### src/logic/cpu_pkg.sv
/*
  Shared widths, opcode encoding and instruction layout for the 16-bit model CPU.
  The opcode always sits in the top nibble of the instruction word.
  The flag mask uses bit 2 for Z, bit 1 for V and bit 0 for N.
*/

package cpu_pkg;

  ////////////////////////////////////////////////////////////
  // Widths
  ////////////////////////////////////////////////////////////
  localparam int word_width     = 16;                 // Data and instruction width
  localparam int reg_count      = 16;                 // Architectural registers
  localparam int reg_addr_width = $clog2(reg_count);  // Register index width

  // Bit positions inside a flag mask or a flag set
  localparam int flag_z = 2;
  localparam int flag_v = 1;
  localparam int flag_n = 0;

  ////////////////////////////////////////////////////////////
  // Opcodes
  ////////////////////////////////////////////////////////////
  typedef enum logic [3:0] {
    op_add    = 4'h0,  // Saturating add
    op_sub    = 4'h1,  // Saturating subtract
    op_xor    = 4'h2,
    op_red    = 4'h3,  // Nibble reduction
    op_sll    = 4'h4,
    op_sra    = 4'h5,
    op_ror    = 4'h6,
    op_paddsb = 4'h7,  // Four saturated nibble adds
    op_lw     = 4'h8,  // No data memory, decoded as no-op
    op_sw     = 4'h9,  // No data memory, decoded as no-op
    op_llb    = 4'hA,
    op_lhb    = 4'hB,
    op_b      = 4'hC,  // Branches not built
    op_br     = 4'hD,
    op_pcs    = 4'hE,
    op_hlt    = 4'hF   // Stops fetch
  } alu_op_e;

  // One instruction word, two field layouts
  typedef union packed {
    struct packed {
      alu_op_e                   op;
      logic [reg_addr_width-1:0] rd;
      logic [reg_addr_width-1:0] rs;
      logic [reg_addr_width-1:0] rt;  // Also the 4-bit shift amount
    } r_form;
    struct packed {
      alu_op_e                   op;
      logic [reg_addr_width-1:0] rd;
      logic [7:0]                imm;  // LLB and LHB byte
    } i_form;
  } instr_word_t;

  // Which of Z/V/N an opcode is allowed to change
  function automatic logic [2:0] flag_mask_f(input alu_op_e op);
    case (op)
      op_add, op_sub:                 return 3'b111;
      op_xor, op_sll, op_sra, op_ror: return 3'b100;  // Z only
      default:                        return 3'b000;
    endcase
  endfunction

endpackage

### src/logic/alu.sv
/*
  Combinational ALU. ADD/SUB saturate to 7FFF/8000 and raise V only then.
  Shifts use b[3:0]. LLB/LHB replace a byte of a with b[7:0].
  Z/V/N are raw conditions; execute decides which flags load.
*/

`timescale 1ns/100ps

module alu import cpu_pkg::*; (
  input  alu_op_e               op,
  input  logic [word_width-1:0] a,
  input  logic [word_width-1:0] b,
  output logic [word_width-1:0] result,
  output logic                  z_set,
  output logic                  v_set,
  output logic                  n_set
);

  localparam int msb     = word_width - 1;
  localparam int nibbles = word_width / 4;
  localparam int red_w   = 7;  // Holds eight 4-bit signed terms

  logic [word_width-1:0]   b_eff;
  logic [word_width-1:0]   sum_raw;
  logic                    sum_ov;
  logic                    pos_ov;
  logic                    neg_ov;
  logic [word_width-1:0]   sum_sat;
  logic signed [red_w-1:0] red_acc;
  logic [word_width-1:0]   red_out;
  logic signed [4:0]       nib_sum;
  logic [word_width-1:0]   paddsb_out;
  logic [2*word_width-1:0] ror_wide;
  logic [word_width-1:0]   shift_out;

  ////////////////////////////////////////////////////////////
  // ADD/SUB with saturation
  ////////////////////////////////////////////////////////////
  assign b_eff   = (op == op_sub) ? ~b : b;                      // Two's complement subtract
  assign sum_raw = a + b_eff + word_width'(op == op_sub);
  assign sum_ov  = (a[msb] == b_eff[msb]) && (sum_raw[msb] != a[msb]);
  assign pos_ov  = sum_ov && !a[msb];
  assign neg_ov  = sum_ov && a[msb];

  always_comb begin
    if (pos_ov) sum_sat = {1'b0, {msb{1'b1}}};        // 7FFF
    else if (neg_ov) sum_sat = {1'b1, {msb{1'b0}}};   // 8000
    else sum_sat = sum_raw;
  end

  // RED: every nibble of a and b as signed, summed, result sign-extended
  always_comb begin
    red_acc = '0;
    for (int i = 0; i < nibbles; i++) begin
      red_acc = red_acc + red_w'($signed(a[4*i +: 4])) + red_w'($signed(b[4*i +: 4]));
    end
    red_out = {{(word_width-red_w){red_acc[red_w-1]}}, red_acc};
  end

  // PADDSB: per-nibble signed add, clamped to 7 and -8
  always_comb begin
    paddsb_out = '0;
    nib_sum    = '0;
    for (int i = 0; i < nibbles; i++) begin
      nib_sum = $signed({a[4*i+3], a[4*i +: 4]}) + $signed({b[4*i+3], b[4*i +: 4]});
      if (nib_sum > 5'sd7) paddsb_out[4*i +: 4] = 4'h7;
      else if (nib_sum < -5'sd8) paddsb_out[4*i +: 4] = 4'h8;
      else paddsb_out[4*i +: 4] = nib_sum[3:0];
    end
  end

  ////////////////////////////////////////////////////////////
  // Shifts
  ////////////////////////////////////////////////////////////
  assign ror_wide = {a, a} >> b[3:0];  // Low half is the rotate

  always_comb begin
    case (op)
      op_sll:  shift_out = a << b[3:0];
      op_sra:  shift_out = $signed(a) >>> b[3:0];  // Keeps the sign
      default: shift_out = ror_wide[word_width-1:0];
    endcase
  end

  // Result select
  always_comb begin
    case (op)
      op_add, op_sub:         result = sum_sat;
      op_xor:                 result = a ^ b;
      op_red:                 result = red_out;
      op_sll, op_sra, op_ror: result = shift_out;
      op_paddsb:              result = paddsb_out;
      op_llb:                 result = {a[msb:8], b[7:0]};  // Low byte
      op_lhb:                 result = {b[7:0], a[7:0]};    // High byte
      default:                result = '0;                  // Never issued
    endcase
  end

  assign z_set = (result == '0);
  assign v_set = ((op == op_add) || (op == op_sub)) && sum_ov;  // Only on saturation
  assign n_set = result[msb];

endmodule

### src/logic/cpu_core.sv
/*
  Top of the three-stage execute path: fetch, decode, execute.
  Instructions come in over a read-only Wishbone classic master.
  halted rises once decode reaches HLT; fetch issues nothing after it.
*/

`timescale 1ns/100ps

module cpu_core import cpu_pkg::*; #(
  parameter logic [word_width-1:0] reset_addr = '0
) (
  input  logic                      clk,
  input  logic                      reset,
  output logic                      wb_cyc,
  output logic                      wb_stb,
  output logic [word_width-1:0]     wb_adr,
  input  logic                      wb_ack,
  input  logic [word_width-1:0]     wb_dat,
  output logic                      rf_we,    // One pulse per retired instruction
  output logic [reg_addr_width-1:0] rf_addr,
  output logic [word_width-1:0]     rf_data,
  output logic                      z_flag,
  output logic                      v_flag,
  output logic                      n_flag,
  output logic                      halted
);

  ////////////////////////////////////////////////////////////
  // Stage wires
  ////////////////////////////////////////////////////////////
  logic                      ibuf_valid;
  logic [word_width-1:0]     ibuf_word;
  logic                      ibuf_take;
  logic [reg_addr_width-1:0] rd_addr_a;
  logic [reg_addr_width-1:0] rd_addr_b;
  logic [word_width-1:0]     rd_data_a;
  logic [word_width-1:0]     rd_data_b;
  logic                      ex_valid;
  alu_op_e                   ex_op;
  logic [reg_addr_width-1:0] ex_rd;
  logic [word_width-1:0]     ex_a;
  logic [word_width-1:0]     ex_b;

  fetch_stage #(.reset_addr(reset_addr)) i_fetch_stage (
    .clk, .reset, .wb_cyc, .wb_stb, .wb_adr, .wb_ack, .wb_dat,
    .ibuf_valid, .ibuf_word, .ibuf_take, .halted
  );

  decode_stage i_decode_stage (
    .clk, .reset, .ibuf_valid, .ibuf_word, .ibuf_take,
    .rd_addr_a, .rd_addr_b, .rd_data_a, .rd_data_b,
    .ex_valid, .ex_op, .ex_rd, .ex_a, .ex_b, .halted
  );

  register_file i_register_file (
    .clk, .reset, .rd_addr_a, .rd_addr_b, .rd_data_a, .rd_data_b,
    .rf_we, .rf_addr, .rf_data  // Writeback from execute
  );

  execute_stage i_execute_stage (
    .clk, .reset, .ex_valid, .ex_op, .ex_rd, .ex_a, .ex_b,
    .rf_we, .rf_addr, .rf_data, .z_flag, .v_flag, .n_flag
  );

endmodule

### src/logic/decode_stage.sv
/*
  Decode, register read and issue into execute.
  No forwarding: a read of the register held in execute stalls one cycle.
  Data memory, branch and PCS opcodes are consumed and dropped.
  HLT sets halted, which stays high until reset.
*/

`timescale 1ns/100ps

module decode_stage import cpu_pkg::*; (
  input  logic                      clk,
  input  logic                      reset,
  input  logic                      ibuf_valid,
  input  logic [word_width-1:0]     ibuf_word,
  output logic                      ibuf_take,
  output logic [reg_addr_width-1:0] rd_addr_a,
  output logic [reg_addr_width-1:0] rd_addr_b,
  input  logic [word_width-1:0]     rd_data_a,
  input  logic [word_width-1:0]     rd_data_b,
  output logic                      ex_valid,
  output alu_op_e                   ex_op,
  output logic [reg_addr_width-1:0] ex_rd,
  output logic [word_width-1:0]     ex_a,
  output logic [word_width-1:0]     ex_b,
  output logic                      halted
);

  instr_word_t           instr;
  alu_op_e               op;
  logic                  reads_a;     // Port A value is used
  logic                  reads_b;     // Port B value is used
  logic                  supported;   // Goes to execute
  logic                  load_byte;   // LLB or LHB
  logic [word_width-1:0] b_operand;
  logic                  hazard;
  logic                  issue;

  assign instr     = ibuf_word;
  assign op        = instr.r_form.op;
  assign load_byte = (op == op_llb) || (op == op_lhb);

  // LLB/LHB read rd as the base word
  assign rd_addr_a = load_byte ? instr.i_form.rd : instr.r_form.rs;
  assign rd_addr_b = instr.r_form.rt;

  ////////////////////////////////////////////////////////////
  // Operand sources per opcode
  ////////////////////////////////////////////////////////////
  always_comb begin
    reads_a   = 1'b0;
    reads_b   = 1'b0;
    supported = 1'b0;
    b_operand = rd_data_b;
    case (op)
      op_add, op_sub, op_xor, op_red, op_paddsb: begin
        reads_a   = 1'b1;
        reads_b   = 1'b1;
        supported = 1'b1;
      end
      op_sll, op_sra, op_ror: begin
        reads_a   = 1'b1;
        supported = 1'b1;
        b_operand = {{(word_width-reg_addr_width){1'b0}}, instr.r_form.rt};  // Shift amount
      end
      op_llb, op_lhb: begin
        reads_a   = 1'b1;
        supported = 1'b1;
        b_operand = {{(word_width-8){1'b0}}, instr.i_form.imm};
      end
      default: ;  // Dropped or HLT
    endcase
  end

  // r0 never changes, so a pending write to it is no hazard
  assign hazard = ex_valid && (ex_rd != '0) &&
                  ((reads_a && (rd_addr_a == ex_rd)) || (reads_b && (rd_addr_b == ex_rd)));

  assign ibuf_take = ibuf_valid && !halted && !hazard;
  assign issue     = ibuf_take && supported;

  always_ff @(posedge clk) begin
    if (reset) begin
      ex_valid <= 1'b0;
      halted   <= 1'b0;
    end else begin
      ex_valid <= issue;                               // One cycle per instruction
      if (ibuf_take && (op == op_hlt)) halted <= 1'b1;  // Sticky
    end
  end

  // Decode-to-execute payload
  always_ff @(posedge clk) begin
    if (issue) begin
      ex_op <= op;
      ex_rd <= instr.r_form.rd;
      ex_a  <= rd_data_a;
      ex_b  <= b_operand;
    end
  end

endmodule

### src/logic/execute_stage.sv
/*
  Execute: ALU, writeback register and the Z/V/N flag register.
  rf_we pulses one cycle per issued instruction.
  Flags load on the edge that ends that pulse, masked per opcode.
*/

`timescale 1ns/100ps

module execute_stage import cpu_pkg::*; (
  input  logic                      clk,
  input  logic                      reset,
  input  logic                      ex_valid,
  input  alu_op_e                   ex_op,
  input  logic [reg_addr_width-1:0] ex_rd,
  input  logic [word_width-1:0]     ex_a,
  input  logic [word_width-1:0]     ex_b,
  output logic                      rf_we,
  output logic [reg_addr_width-1:0] rf_addr,
  output logic [word_width-1:0]     rf_data,
  output logic                      z_flag,
  output logic                      v_flag,
  output logic                      n_flag
);

  logic [word_width-1:0] alu_result;
  logic                  z_set;
  logic                  v_set;
  logic                  n_set;
  logic [2:0]            mask_q;   // Flags this instruction may load
  logic [2:0]            set_q;    // Z/V/N values waiting for the write edge

  alu i_alu (
    .op     (ex_op),
    .a      (ex_a),
    .b      (ex_b),
    .result (alu_result),
    .z_set  (z_set),
    .v_set  (v_set),
    .n_set  (n_set)
  );

  // Writeback payload, flags travel with it
  always_ff @(posedge clk) begin
    if (ex_valid) begin
      rf_addr <= ex_rd;
      rf_data <= alu_result;
      mask_q  <= flag_mask_f(ex_op);
      set_q   <= {z_set, v_set, n_set};
    end
  end

  always_ff @(posedge clk) begin
    if (reset) begin
      rf_we  <= 1'b0;
      z_flag <= 1'b0;
      v_flag <= 1'b0;
      n_flag <= 1'b0;
    end else begin
      rf_we <= ex_valid;
      if (rf_we) begin  // Same edge as the register write
        if (mask_q[flag_z]) z_flag <= set_q[flag_z];
        if (mask_q[flag_v]) v_flag <= set_q[flag_v];
        if (mask_q[flag_n]) n_flag <= set_q[flag_n];
      end
    end
  end

endmodule

### src/logic/fetch_stage.sv
/*
  Instruction fetch over a read-only Wishbone classic master.
  One access at a time, stb drops for at least one cycle between accesses.
  Stops issuing once a HLT sits in the buffer or halted is high.
*/

`timescale 1ns/100ps

module fetch_stage import cpu_pkg::*; #(
  parameter logic [word_width-1:0] reset_addr = '0  // PC after reset
) (
  input  logic                  clk,
  input  logic                  reset,
  output logic                  wb_cyc,
  output logic                  wb_stb,
  output logic [word_width-1:0] wb_adr,      // Word address
  input  logic                  wb_ack,
  input  logic [word_width-1:0] wb_dat,
  output logic                  ibuf_valid,
  output logic [word_width-1:0] ibuf_word,
  input  logic                  ibuf_take,   // Decode consumes the buffer this cycle
  input  logic                  halted
);

  localparam logic st_idle = 1'b0;
  localparam logic st_wait = 1'b1;  // Bus cycle open, waiting on ack

  logic                  state;
  logic [word_width-1:0] pc;
  instr_word_t           buf_instr;
  logic                  hlt_buffered;
  logic                  start;
  logic                  done;

  assign buf_instr    = ibuf_word;
  assign hlt_buffered = ibuf_valid && (buf_instr.r_form.op == op_hlt);  // Nothing past HLT

  // New access only when the buffer will be free for the result
  assign start = !halted && !hlt_buffered && (!ibuf_valid || ibuf_take);
  assign done  = (state == st_wait) && wb_ack;

  assign wb_cyc = (state == st_wait);
  assign wb_stb = (state == st_wait);
  assign wb_adr = pc;  // Holds through the whole cycle

  ////////////////////////////////////////////////////////////
  // Bus FSM and program counter
  ////////////////////////////////////////////////////////////
  always_ff @(posedge clk) begin
    if (reset) begin
      state <= st_idle;
      pc    <= reset_addr;
    end else begin
      case (state)
        st_idle: if (start) state <= st_wait;
        st_wait: begin
          if (wb_ack) begin
            state <= st_idle;    // Forces the idle gap on stb
            pc    <= pc + 1'b1;  // One word per access
          end
        end
        default: state <= st_idle;
      endcase
    end
  end

  // Buffer valid, set on ack, cleared when decode takes it
  always_ff @(posedge clk) begin
    if (reset) begin
      ibuf_valid <= 1'b0;
    end else if (done) begin
      ibuf_valid <= 1'b1;
    end else if (ibuf_take) begin
      ibuf_valid <= 1'b0;
    end
  end

  always_ff @(posedge clk) begin
    if (done) ibuf_word <= wb_dat;  // Data taken on the ack edge
  end

endmodule

### src/logic/register_file.sv
/*
  Register file, two read ports and one write port.
  r0 reads as zero and ignores writes.
  A read of the register being written returns the new data in the same cycle.
*/

`timescale 1ns/100ps

module register_file import cpu_pkg::*; (
  input  logic                      clk,
  input  logic                      reset,
  input  logic [reg_addr_width-1:0] rd_addr_a,
  input  logic [reg_addr_width-1:0] rd_addr_b,
  output logic [word_width-1:0]     rd_data_a,
  output logic [word_width-1:0]     rd_data_b,
  input  logic                      rf_we,
  input  logic [reg_addr_width-1:0] rf_addr,
  input  logic [word_width-1:0]     rf_data
);

  logic [word_width-1:0] regs [reg_count];

  // Shared by both read ports
  function automatic logic [word_width-1:0] read_port(input logic [reg_addr_width-1:0] addr);
    if (addr == '0) return '0;                  // Zero register
    if (rf_we && (rf_addr == addr)) return rf_data;  // Write-through
    return regs[addr];
  endfunction

  always_comb begin
    rd_data_a = read_port(rd_addr_a);
    rd_data_b = read_port(rd_addr_b);
  end

  always_ff @(posedge clk) begin
    if (reset) begin
      regs <= '{default: '0};
    end else if (rf_we && (rf_addr != '0)) begin
      regs[rf_addr] <= rf_data;
    end
  end

endmodule

### config.mk
export PLATFORM = sky130hd
export DESIGN_NAME = cpu_core
export DESIGN_NICKNAME = d
export VERILOG_FILES = /design/src/logic/cpu_pkg.sv /design/src/logic/alu.sv /design/src/logic/cpu_core.sv /design/src/logic/decode_stage.sv /design/src/logic/execute_stage.sv /design/src/logic/fetch_stage.sv /design/src/logic/register_file.sv
export SDC_FILE = /design/constraint.sdc
export NUM_CORES = 1
export LEC_CHECK = 0
export BUFFER_PORTS_ARGS = -buffer_cell sky130_fd_sc_hd__clkbuf_2
export CORE_MARGIN = 5
export CORE_UTILIZATION = 50
export CTS_CLUSTER_DIAMETER = 30
export DETAILED_ROUTE_END_ITERATION = 10
export GPL_TIMING_DRIVEN = 0
export PLACE_DENSITY = 0.69
export SLEW_MARGIN = 15
export SYNTH_ARGS = -nofsm -noshare
export SYNTH_HDL_FRONTEND = slang
export SYNTH_SLANG_ARGS = --single-unit
### constraint.sdc
create_clock -name clk -period 5.5 [get_ports clk]
set_input_delay 1.65 -clock clk [delete_from_list [all_inputs] [get_ports clk]]
set_output_delay 1.65 -clock clk [all_outputs]
set_load 0.01 [all_outputs]
# [Yosys cells after proc, flatten, opt, wreduce, memory -nomap -nowiden]
# Index checks and enable logic that the tools add are counted.
[word_totals] ff_bits=362 in_bits=19 out_inout_bits=43 elab_cells=188
[op_classes] add_sub_neg=14 magnitude_cmp=12 n_eq_ne=25 shifts=3 muxes=46 n_bitwise=6 reduce_logical=48
[op_table] operator="bitwise mux 256 bit" n=1
[op_table] operator="two-way mux 16 bit" n=16
[op_table] operator="binary-select mux 16 bit (select 4 bit)" n=2
[op_table] operator="one-hot mux 16 bit (7 select lines)" n=1
[op_table] operator="demux 16 bit (select 4 bit)" n=1
[op_table] operator="one-hot mux 16 bit (2 select lines)" n=2
[op_table] operator="two-way mux 4 bit" n=9
[op_table] operator="equality test 4 x 3 -> 1 bit (second input constant)" n=8
[op_table] operator=">> shifter 32 x 4 -> 16 bit" n=1
[op_table] operator="adder 7 x 4 -> 7 bit" n=4
[op_table] operator="adder 4 x 4 -> 5 bit" n=5
[op_table] operator="equality test 4 bit (second input constant)" n=5
[op_table] operator="greater-than comparator 5 x 4 -> 1 bit (second input constant)" n=4
[op_table] operator="logical AND 1 bit" n=20
[op_table] operator="< comparator 5 x 4 -> 1 bit (second input constant)" n=4
[op_table] operator="adder 16 x 1 -> 16 bit" n=1
[op_table] operator="adder 16 x 1 -> 16 bit (second input constant)" n=1
[op_table] operator="adder 16 bit" n=1
[op_table] operator="equality test 4 x 2 -> 1 bit (second input constant)" n=4
[op_table] operator="equality test 4 bit" n=4
[op_table] operator="zero test 16 bit" n=1
[op_table] operator="zero test 4 bit" n=4
[op_table] operator="inverter 16 bit" n=1
[op_table] operator="<< shifter 16 x 4 -> 16 bit" n=1
[op_table] operator="24 further kinds" n=53

# [Depth between registers and ports, before layout]
# Gate-level depths: netlist of the first run.
[depth] word_depth=13 ltp_mapped=20 ltp_nobuf=19

# [By module]
# From an unflattened synthesis of the first run, not the netlist that was laid out.
[unflattened] cells_unflattened=2623 area_unflattened_um2=23065.9
[modules_own_cells] module="register_file" instances=1 cells_each=1611 area_each_um2=13501.7 seq_area_each_um2=5124.9
[modules_own_cells] module="alu" instances=1 cells_each=751 area_each_um2=5577.8 seq_area_each_um2=0.0
[modules_own_cells] module="decode_stage" instances=1 cells_each=114 area_each_um2=1784.2 seq_area_each_um2=1241.2
[modules_own_cells] module="fetch_stage" instances=1 cells_each=106 area_each_um2=1291.2 seq_area_each_um2=840.8
[modules_own_cells] module="execute_stage" instances=1 cells_each=41 area_each_um2=910.9 seq_area_each_um2=830.8

# [Worst setup path after synthesis of the first run]
# Ideal clock, no wire load.
[synth_path] kind="register to register" startpoint="register i_fetch_stage.ibuf_word[15]" endpoint="register i_decode_stage.ex_a[0] (enable)" setup_time_ps=489 t_arrival_ps=4663 required_ps=5011 slack_ps=349 path_stages_with_launch=9 n_path_buf=2 period_less_slack_ps=5151 cell_sequence="edfxtp_1 > nand3b_1 > mux2i_1 > buf_2 > buf_2 > xor2_1 > a31oi_1 > nor2_1 > nor3_1"
[synth_between] elab_chain_cells=10 elab_cells_between_ends=24 cone_classes="eq/ne (10); mux (3); reduce/logical (11)"
[synth_lines] element="start: declaration" line_no="fetch_stage.sv:20" rtl="output logic [word_width-1:0] ibuf_word,"
[synth_lines] element="start signal: assignment" line_no="fetch_stage.sv:79" rtl="if (done) ibuf_word <= wb_dat;"
[synth_lines] element="equality test 4 bit" line_no="decode_stage.sv:40, decode_stage.sv:54"
[synth_lines] element="logical OR 1 bit" line_no="decode_stage.sv:40" rtl="assign load_byte = (op == op_llb) || (op == op_lhb);"
[synth_lines] element="two-way mux 4 bit" line_no="decode_stage.sv:43" rtl="assign rd_addr_a = load_byte ? instr.i_form.rd : instr.r_form.rs;"
[synth_lines] element="equality test 4 bit" line_no="decode_stage.sv:76" rtl="((reads_a && (rd_addr_a == ex_rd)) || (reads_b && (rd_addr_b == ex_rd)));"
[synth_lines] element="logical AND 1 bit" line_no="decode_stage.sv:76"
[synth_lines] element="logical OR 1 bit" line_no="decode_stage.sv:76"
[synth_lines] element="logical AND 1 bit" line_no="decode_stage.sv:75" rtl="assign hazard = ex_valid && (ex_rd != '0) &&"
[synth_lines] element="zero test 1 bit" line_no="decode_stage.sv:78" rtl="assign ibuf_take = ibuf_valid && !halted && !hazard;"
[synth_lines] element="logical AND 1 bit" line_no="decode_stage.sv:78"
[synth_lines] element="logical AND 1 bit (*)" line_no="decode_stage.sv:79" rtl="assign issue = ibuf_take && supported;"
[synth_lines] element="net i_decode_stage.issue" line_no="decode_stage.sv:36" rtl="logic issue;"
[synth_lines] element="end signal: assignment" line_no="decode_stage.sv:96" rtl="ex_a <= rd_data_a;"
[synth_lines] element="end: declaration" line_no="decode_stage.sv:23" rtl="output logic [word_width-1:0] ex_a,"
# The timed path passes the listed nets; every way through them passes the cells marked *.
# A chain may end at the register's enable or synchronous reset.

# [Final worst setup path of the first run]
[layout_path] startpoint="register i_decode_stage.ex_b[14]" endpoint="register i_execute_stage.set_q[2] (data pin)"
[layout_between] elab_chain_cells=11 elab_cells_between_ends=19 cone_classes="add/sub (4); order compare (2); eq/ne (1); mux (6); bitwise (2); reduce/logical (4)"
[layout_lines] element="start: declaration" line_no="decode_stage.sv:24" rtl="output logic [word_width-1:0] ex_b,"
[layout_lines] element="start signal: assignment" line_no="decode_stage.sv:97" rtl="ex_b <= b_operand;"
[layout_lines] element="inverter 16 bit" line_no="alu.sv:39" rtl="assign b_eff = (op == op_sub) ? ~b : b;"
[layout_lines] element="two-way mux 16 bit" line_no="alu.sv:39"
[layout_lines] element="adder 16 bit" line_no="alu.sv:40" rtl="assign sum_raw = a + b_eff + word_width'(op == op_sub);"
[layout_lines] element="adder 16 x 1 -> 16 bit" line_no="alu.sv:40"
[layout_lines] element="!= test 1 bit" line_no="alu.sv:41" rtl="assign sum_ov = (a[msb] == b_eff[msb]) && (sum_raw[msb] != a[msb]);"
[layout_lines] element="logical AND 1 bit" line_no="alu.sv:41"
[layout_lines] element="logical AND 1 bit" line_no="alu.sv:43" rtl="assign neg_ov = sum_ov && a[msb];"
[layout_lines] element="two-way mux 16 bit" line_no="alu.sv:47" rtl="else if (neg_ov) sum_sat = {1'b1, {msb{1'b0}}};"
[layout_lines] element="two-way mux 16 bit" line_no="alu.sv:46" rtl="if (pos_ov) sum_sat = {1'b0, {msb{1'b1}}};"
[layout_lines] element="one-hot mux 16 bit (7 select lines) (*)" line_no="alu.sv:87" rtl="case (op)"
[layout_lines] element="net i_execute_stage.alu_result[10]" line_no="execute_stage.sv:25" rtl="logic [word_width-1:0] alu_result;"
[layout_lines] element="zero test 16 bit (*)" line_no="alu.sv:99" rtl="assign z_set = (result == '0);"
[layout_lines] element="net i_execute_stage.i_alu.z_set" line_no="alu.sv:14" rtl="output logic z_set,"
[layout_lines] element="end signal: assignment" line_no="execute_stage.sv:48" rtl="set_q <= {z_set, v_set, n_set};"
[layout_lines] element="end: declaration" line_no="execute_stage.sv:30" rtl="logic [2:0] set_q;"
# Marked as above.

==> results.cfg, run 1 <==
[outcome]
status = finished with violations
violations = negative setup slack

[layout]
layout-drive-gt1-share_pct = 17.8
area_growth_pct = 15.4
layout.nets = 2714
fin_area_mm2 = 0.0262
diodes = 0
fillers = 3994
stdcell_count = 3274
final_util_pct = 58.1

[die]
core_area_mm2 = 0.0451
die_h_um = 223
row_count = 78
start_util_pct = 50.3
pin_count = 62
dieArea_mm2 = 0.0497
die_w_um = 223

[worst_setup_path]
end_kind = flop
path_class = reg2reg
cp.required_ns = 5.89
critPathMaxFanout = 6
critPathArrivalTime_ns = 6.02
worstSetupStartpointType = flop

[clock_network]
path_clk_slew_ns = 0.05
numCtsBuffers = 61
cts_buffer_depth = 3
clock-sinks = 360
htree_levels = 2
cts_tree = done
cts-root-buf = clkbuf_16
clock_latency_ns = 0.59
hold_buffers = 0

[timing]
setup_slack_ns = -0.125
min_period_ns = 5.62
fin_tns_setup_ns = -0.125
final_max_slew_viol_count = 0
hold_viol_final = 0
worst_slew_pin_slew_ns = 1.19
setup_viol = 1
skew_ns = 0.0120
maxSlewHeadroom_pct = 20.2
rsz0062_at_grt = true
period_share_pct = 102
max_freq_ghz = 0.178

[global_route]
grt_overflow = 0
grt_max_degree = 27
grt_use_total_pct = 33.3
antenna_found_initial = 1
grt_pass1_wl_um = 127000
grt_pass1_vias = 20700

[power]
cellLeakagePower_uw = 0.00917
power_uw = 7150
ir_drop_uv = 251
power_density_mw_per_mm2 = 273

[synth]
syn_nets = 2559
synth_edf_count = 80
synth.cell_area_mm2 = 0.0227
ys_ff_latch = 360
syn-mean-instance-area_um2 = 9.19
yosys_warnings = 0
ys.flop_type = dfxtp_1
async_reset_ff_share_pct = 0
synth_cells = 2469
yosysUniqueCellTypes = 91
ys_seq_area_share_pct = 35.3

[placed_design]
io_buffers = 60
placed_area_mm2 = 0.0238
placed_cells = 3132
gp_routability_congestion = 1.10
dp_hpwl_um = 65400

[drt]
wl_per_cell_um = 26.3
drc = 0
dr.pass1.iters = 6
vias_per_cell = 6.41
drt_iter0_drc = 2697
ant_nets = 0
num_vias = 21000
finalWirelength_um = 86000

[job]
maxCapViolCount = 0

[worst_hold_path]
holdCritPathClass = reg2reg
[logic make-up after synthesis]
logic type               synth area share [%]
AO/OA/AOI/OAI                            13.2
XOR/XNOR                                 2.47
adder cells (fa/ha/maj)                  5.02
buffers and inverters                    5.07
flip-flops                               35.3
multiplexers                             21.1
AND/OR/NAND/NOR                          17.9
[registers in the layout, indices dropped and copies added (netlist names), 15 cells and up]
signal,flops
i_register_file.regs,256
i_fetch_stage.wb_adr,16
i_decode_stage.ex_b,16
i_execute_stage.rf_data,15
i_decode_stage.ex_a,16
i_fetch_stage.ibuf_word,16
[cells in the mapped netlist, types with 16 or more instances]
library cell  count  share of area, %
fa_1             32               2.8
xor2_1           35               1.4
nor2b_1          27              0.74
and2_1           23              0.63
mux4_2          171                17
o211ai_1         16              0.53
ha_1             39               2.2
dfxtp_1         280                25
edfxtp_1         80                11
nand3_1          30              0.66
nor3_1           30              0.66
nand2_1         600               9.9
mux2_2           16              0.79
buf_1            17              0.28
a21oi_1         290               6.4
a211oi_1         31               1.0
mux2i_1          70               3.1
buf_2            27              0.60
o21ai_0          44              0.97
nand2b_1         18              0.50
xnor2_1          27               1.0
clkbuf_1        149               2.5
inv_1            74               1.2
nor2_1          126               2.1
a31oi_1          23              0.63
[report_power, final]
part	total (uW)	internal (uW)	leakage, uW	switching [uW]
Combinational	716	265	0.00521	451
Sequential	2750	2720	0.00299	24.8
Clock	3680	2290	0.000963	1390
[what timing repair did]
action | in CTS | in global routing
pin swaps | 9 | 8
resized for setup | 27 | 11
endpoints found under the setup margin | 13 | 1
setup buffers | 25 | 4
[final timing paths]
check | start | endpoint | slack (ns) | cells past startpoint
worst max-delay path | i_decode_stage.ex_b[14]$_SDFFCE_PP0P_ | i_execute_stage.set_q[2]$_DFFE_PP_ | -0.12 | 18
worst min-delay path | i_fetch_stage.ibuf_word[10]$_DFFE_PP_ | i_decode_stage.ex_rd[2]$_DFFE_PP_ | 0.45 | 0
worst min register to register | i_fetch_stage.ibuf_word[10]$_DFFE_PP_ | i_decode_stage.ex_rd[2]$_DFFE_PP_ | 0.45 | 0
worst max register to register | i_decode_stage.ex_b[14]$_SDFFCE_PP0P_ | i_execute_stage.set_q[2]$_DFFE_PP_ | -0.12 | 18
[critical path: stages (launching register included)]
cell and delay [ns]:
edfxtp_1 0.57, fa_1 0.60, inv_1 0.05, fa_1 0.46, fa_1 0.51, inv_2 0.04, fa_1 0.48, ha_4 0.19
fa_2 0.41, nand3_2 0.10, a21oi_2 0.07, mux2i_4 0.17, buf_12 0.15, nand4_1 0.12, nor3_2 0.22, o2111ai_2 0.16
or4b_1 0.55, or3_4 0.35, nor3_4 0.23
[cell type report]
| type | instances | area (um^2) | share of cell area (%) |
|---|---|---|---|
| Multi-Input combinational cell | 1829 | 13700 | 52.2 |
| Sequential cell | 360 | 8010 | 30.6 |
| Clock buffer | 78 | 1690 | 6.47 |
| Buffer | 204 | 888 | 3.39 |
| Tap cell | 600 | 751 | 2.87 |
| Timing Repair Buffer | 92 | 557 | 2.13 |
| Clock inverter | 35 | 328 | 1.25 |
| Inverter | 76 | 295 | 1.13 |
[metal layers]
| metal | part of all wire [%] | vias to the layer above | track usage (%) | routed length (um) |
|---|---|---|---|---|
| li1 | - | 9154 | - | - |
| met1 | 35 | 10100 | 39.0 | 30300 |
| met2 | 48 | 1384 | 56.4 | 41300 |
| met3 | 9.1 | 347 | 6.42 | 7830 |
| met4 | 7.6 | 2 | 20.3 | 6560 |
| met5 | 0.019 | - | 0 | 16 |
[metrics by stage]
stage          hold slack (ns)  setup WS (ns)
2_1_floorplan            0.426          0.349
4_1_cts                  0.455        -0.0778
6_report                 0.453         -0.125
3_5_place_dp             0.440          -1.27
3_3_place_gp             0.444          -1.64
5_1_grt                  0.466         -0.241
[placed cells by master, fill, tap and decap left out, types with 18 or more instances in the layout]
master	instances
nand2_1	600
a21oi_1	289
dfxtp_1	279
mux4_2	171
clkbuf_1	155
nor2_1	126
edfxtp_1	80
mux2i_1	70
inv_1	67
clkbuf_16	63
clkbuf_2	61
o21ai_0	44
ha_1	37
xor2_1	35
buf_4	34
a211oi_1	31
fa_1	30
nand3_1	29
buf_2	27
xnor2_1	27
nor2b_1	27
nor3_1	25
a31oi_1	23
and2_1	23
nand2b_1	18
Power figures use the tool's default switching activity.
==> inputs of run 2 (changes only) <==
- PLACE_DENSITY: 0.69 -> 0.66
- TNS_END_PERCENT: unset -> 10
- clock period: 5.5 -> 6.7 ns (I/O delays scaled with it)
==> run 2 against run 1 <==
The run now ends clean. Die area unchanged. Fmax decreased by 13%. Cell count fell by 0.52%. Sequential cell count unchanged. Non-clock buffer count decreased by 25. Routed wire length is 0.45% lower. Count of clock-buffer cells in the layout increased by 3. Register-to-register slack gained 0.37 ns. Core utilization down 0.10 points. Worst hold slack about the same. Critical path type unchanged. Critical endpoint unchanged. Largest cell class unchanged.
==> results.cfg, run 2 (synthesis gave the netlist of run 1 again) <==
[timing]
period_share_pct = 96.4
min_period_ns = 6.46
whs_ns = 0.452
skew_ns = 0.0256
setup_viol = 0
maxSlewHeadroom_pct = 18.5
max_freq_ghz = 0.155
worst_slew_pin_slew_ns = 1.21
rsz0062_at_grt = false
hold_viol_final = 0
final_max_slew_viol_count = 0

[global_route]
antenna_found_initial = 1
grt_pass1_wl_um = 127000
grt_pass1_vias = 21000
grt_use_total_pct = 33.3
grt_overflow = 0
grt_max_degree = 27

[placed_design]
gp_routability_congestion = 1.10
io_buffers = 60
dp_hpwl_um = 66200

[clock_network]
path_clk_slew_ns = 0.05
cts_buffer_depth = 3
numCtsBuffers = 69
cts_tree = done
cts-root-buf = clkbuf_16
clock-sinks = 360
htree_levels = 3
clock_latency_ns = 0.58
hold_buffers = 0

[power]
power_density_mw_per_mm2 = 240
ir_drop_uv = 264
cellLeakagePower_uw = 0.00918

[worst_setup_path]
path_class = reg2reg
reg2regPathDepth = 18
critPathArrivalTime_ns = 6.82
critPathMaxFanout = 10
cp.required_ns = 7.06
end_kind = flop
worstSetupStartpointType = flop
ff2ff_setup_slack_ns = 0.24
r2r-end = i_execute_stage.set_q[2]$_DFFE_PP_
reg2reg_from = i_decode_stage.ex_a[5]$_SDFFCE_PN0P_

[die]
pin_count = 62
die_h_um = 223
row_count = 78
core_area_mm2 = 0.0451
die_w_um = 223
start_util_pct = 50.3
dieArea_mm2 = 0.0497

[layout]
layout-drive-gt1-share_pct = 16.4
final_util_pct = 58.0
final_common_cell = nand2_1
regMostFlops = i_register_file.regs
layout_common_cells = nand2_1 (600), a21oi_1 (290), dfxtp_1 (279)
ff_latch_area_mm2 = 0.00801
fillers = 3979
area_growth_pct = 15.2
multiInputGateArea_mm2 = 0.0135
largest_reg_flops = 256
layout.nets = 2697

[worst_hold_path]
hold-path-cell-count = 0
holdCritPathClass = reg2reg
min_to = i_decode_stage.ex_rd[2]$_DFFE_PP_
min_from = i_fetch_stage.ibuf_word[10]$_DFFE_PP_

[drt]
drt_iter0_drc = 2255
ant_nets = 0
drc = 0
finalWirelength_um = 85600
num_vias = 20900
vias_per_cell = 6.41
dr.pass1.iters = 6
wl_per_cell_um = 26.3

[job]
maxCapViolCount = 0

[outcome]
status = completed
-- run 2: worst max-delay path by stage --
stage	start	to	depth (start not counted)
2_1_floorplan	i_fetch_stage.ibuf_word[15]$_DFFE_PP_	i_decode_stage.ex_a[0]$_SDFFCE_PN0P_	8
3_3_place_gp	i_fetch_stage.ibuf_word[15]$_DFFE_PP_	i_decode_stage.ex_a[14]$_SDFFCE_PN0P_	8
3_5_place_dp	i_decode_stage.ex_a[5]$_SDFFCE_PN0P_	i_execute_stage.set_q[2]$_DFFE_PP_	18
4_1_cts	i_decode_stage.ex_a[1]$_SDFFCE_PN0P_	i_execute_stage.set_q[2]$_DFFE_PP_	17
5_1_grt	i_decode_stage.ex_a[5]$_SDFFCE_PN0P_	i_execute_stage.set_q[2]$_DFFE_PP_	18
6_report	i_decode_stage.ex_a[5]$_SDFFCE_PN0P_	i_execute_stage.set_q[2]$_DFFE_PP_	18
-- run 2: layout make-up --
type	instances	share of cell area, %
inverters	76	1.09
clock inverters	39	1.78
diodes	1	0.00957
multi-input cells	1829	51.8
flip-flops and latches	360	30.6
plain buffers	204	3.32
clock buffers	81	7.09
repair buffers	67	1.36
well taps	600	2.87
-- run 2: power by group --
part           total [uW]  switching, uW  internal, uW
combinational         544            352           192
sequential           2260           24.2          2240
clock                3470           1200          2270
-- run 2: layer usage --
layer | vias up | share of wire, % | GRT usage (%)
li1 | 9129 | - | -
met1 | 10100 | 36 | 38.6
met2 | 1298 | 48 | 56.6
met3 | 356 | 8.4 | 5.76
met4 | 2 | 7.8 | 22.2
met5 | - | 0.015 | 0.196
-- run 2: metrics by stage --
stage / setup TNS (ns) / std cells / setup slack [ns] / power, uW / cell area (um^2)
2_1_floorplan: 0 / 2469 / 1.55 / 2650 / 22700
5_1_grt: 0 / 3256 / 0.135 / 6440 / 26100
4_1_cts: 0 / 3252 / 0.00817 / 6290 / 26100
3_3_place_gp: -21.92 / 3129 / -0.539 / 2830 / 23700
6_report: 0 / 3257 / 0.244 / 6270 / 26100
3_5_place_dp: -0.222 / 3132 / -0.222 / 2840 / 23800
-- run 2: timing repair --
action / CTS / global route
buffers inserted: 0 / 4
setup endpoints to repair: 1 / 1
endpoints found under the hold margin: 0 / 0
gates resized for setup: 1 / 4
pin swaps: 0 / 0
-- run 2: worst max-delay path: stages (launching register included) --
cell and delay, ns:
edfxtp_1 0.45, clkbuf_2 0.35, inv_1 0.23, fa_1 0.53, fa_1 0.47, fa_1 0.51, inv_1 0.05, fa_1 0.44
ha_1 0.22, fa_1 0.41, nand3_1 0.12, a21oi_1 0.10, mux2i_4 0.46, nand4_1 0.17, nor3_1 0.30, o2111ai_1 0.30
or4b_1 0.56, or3_1 0.33, nor3_2 0.26
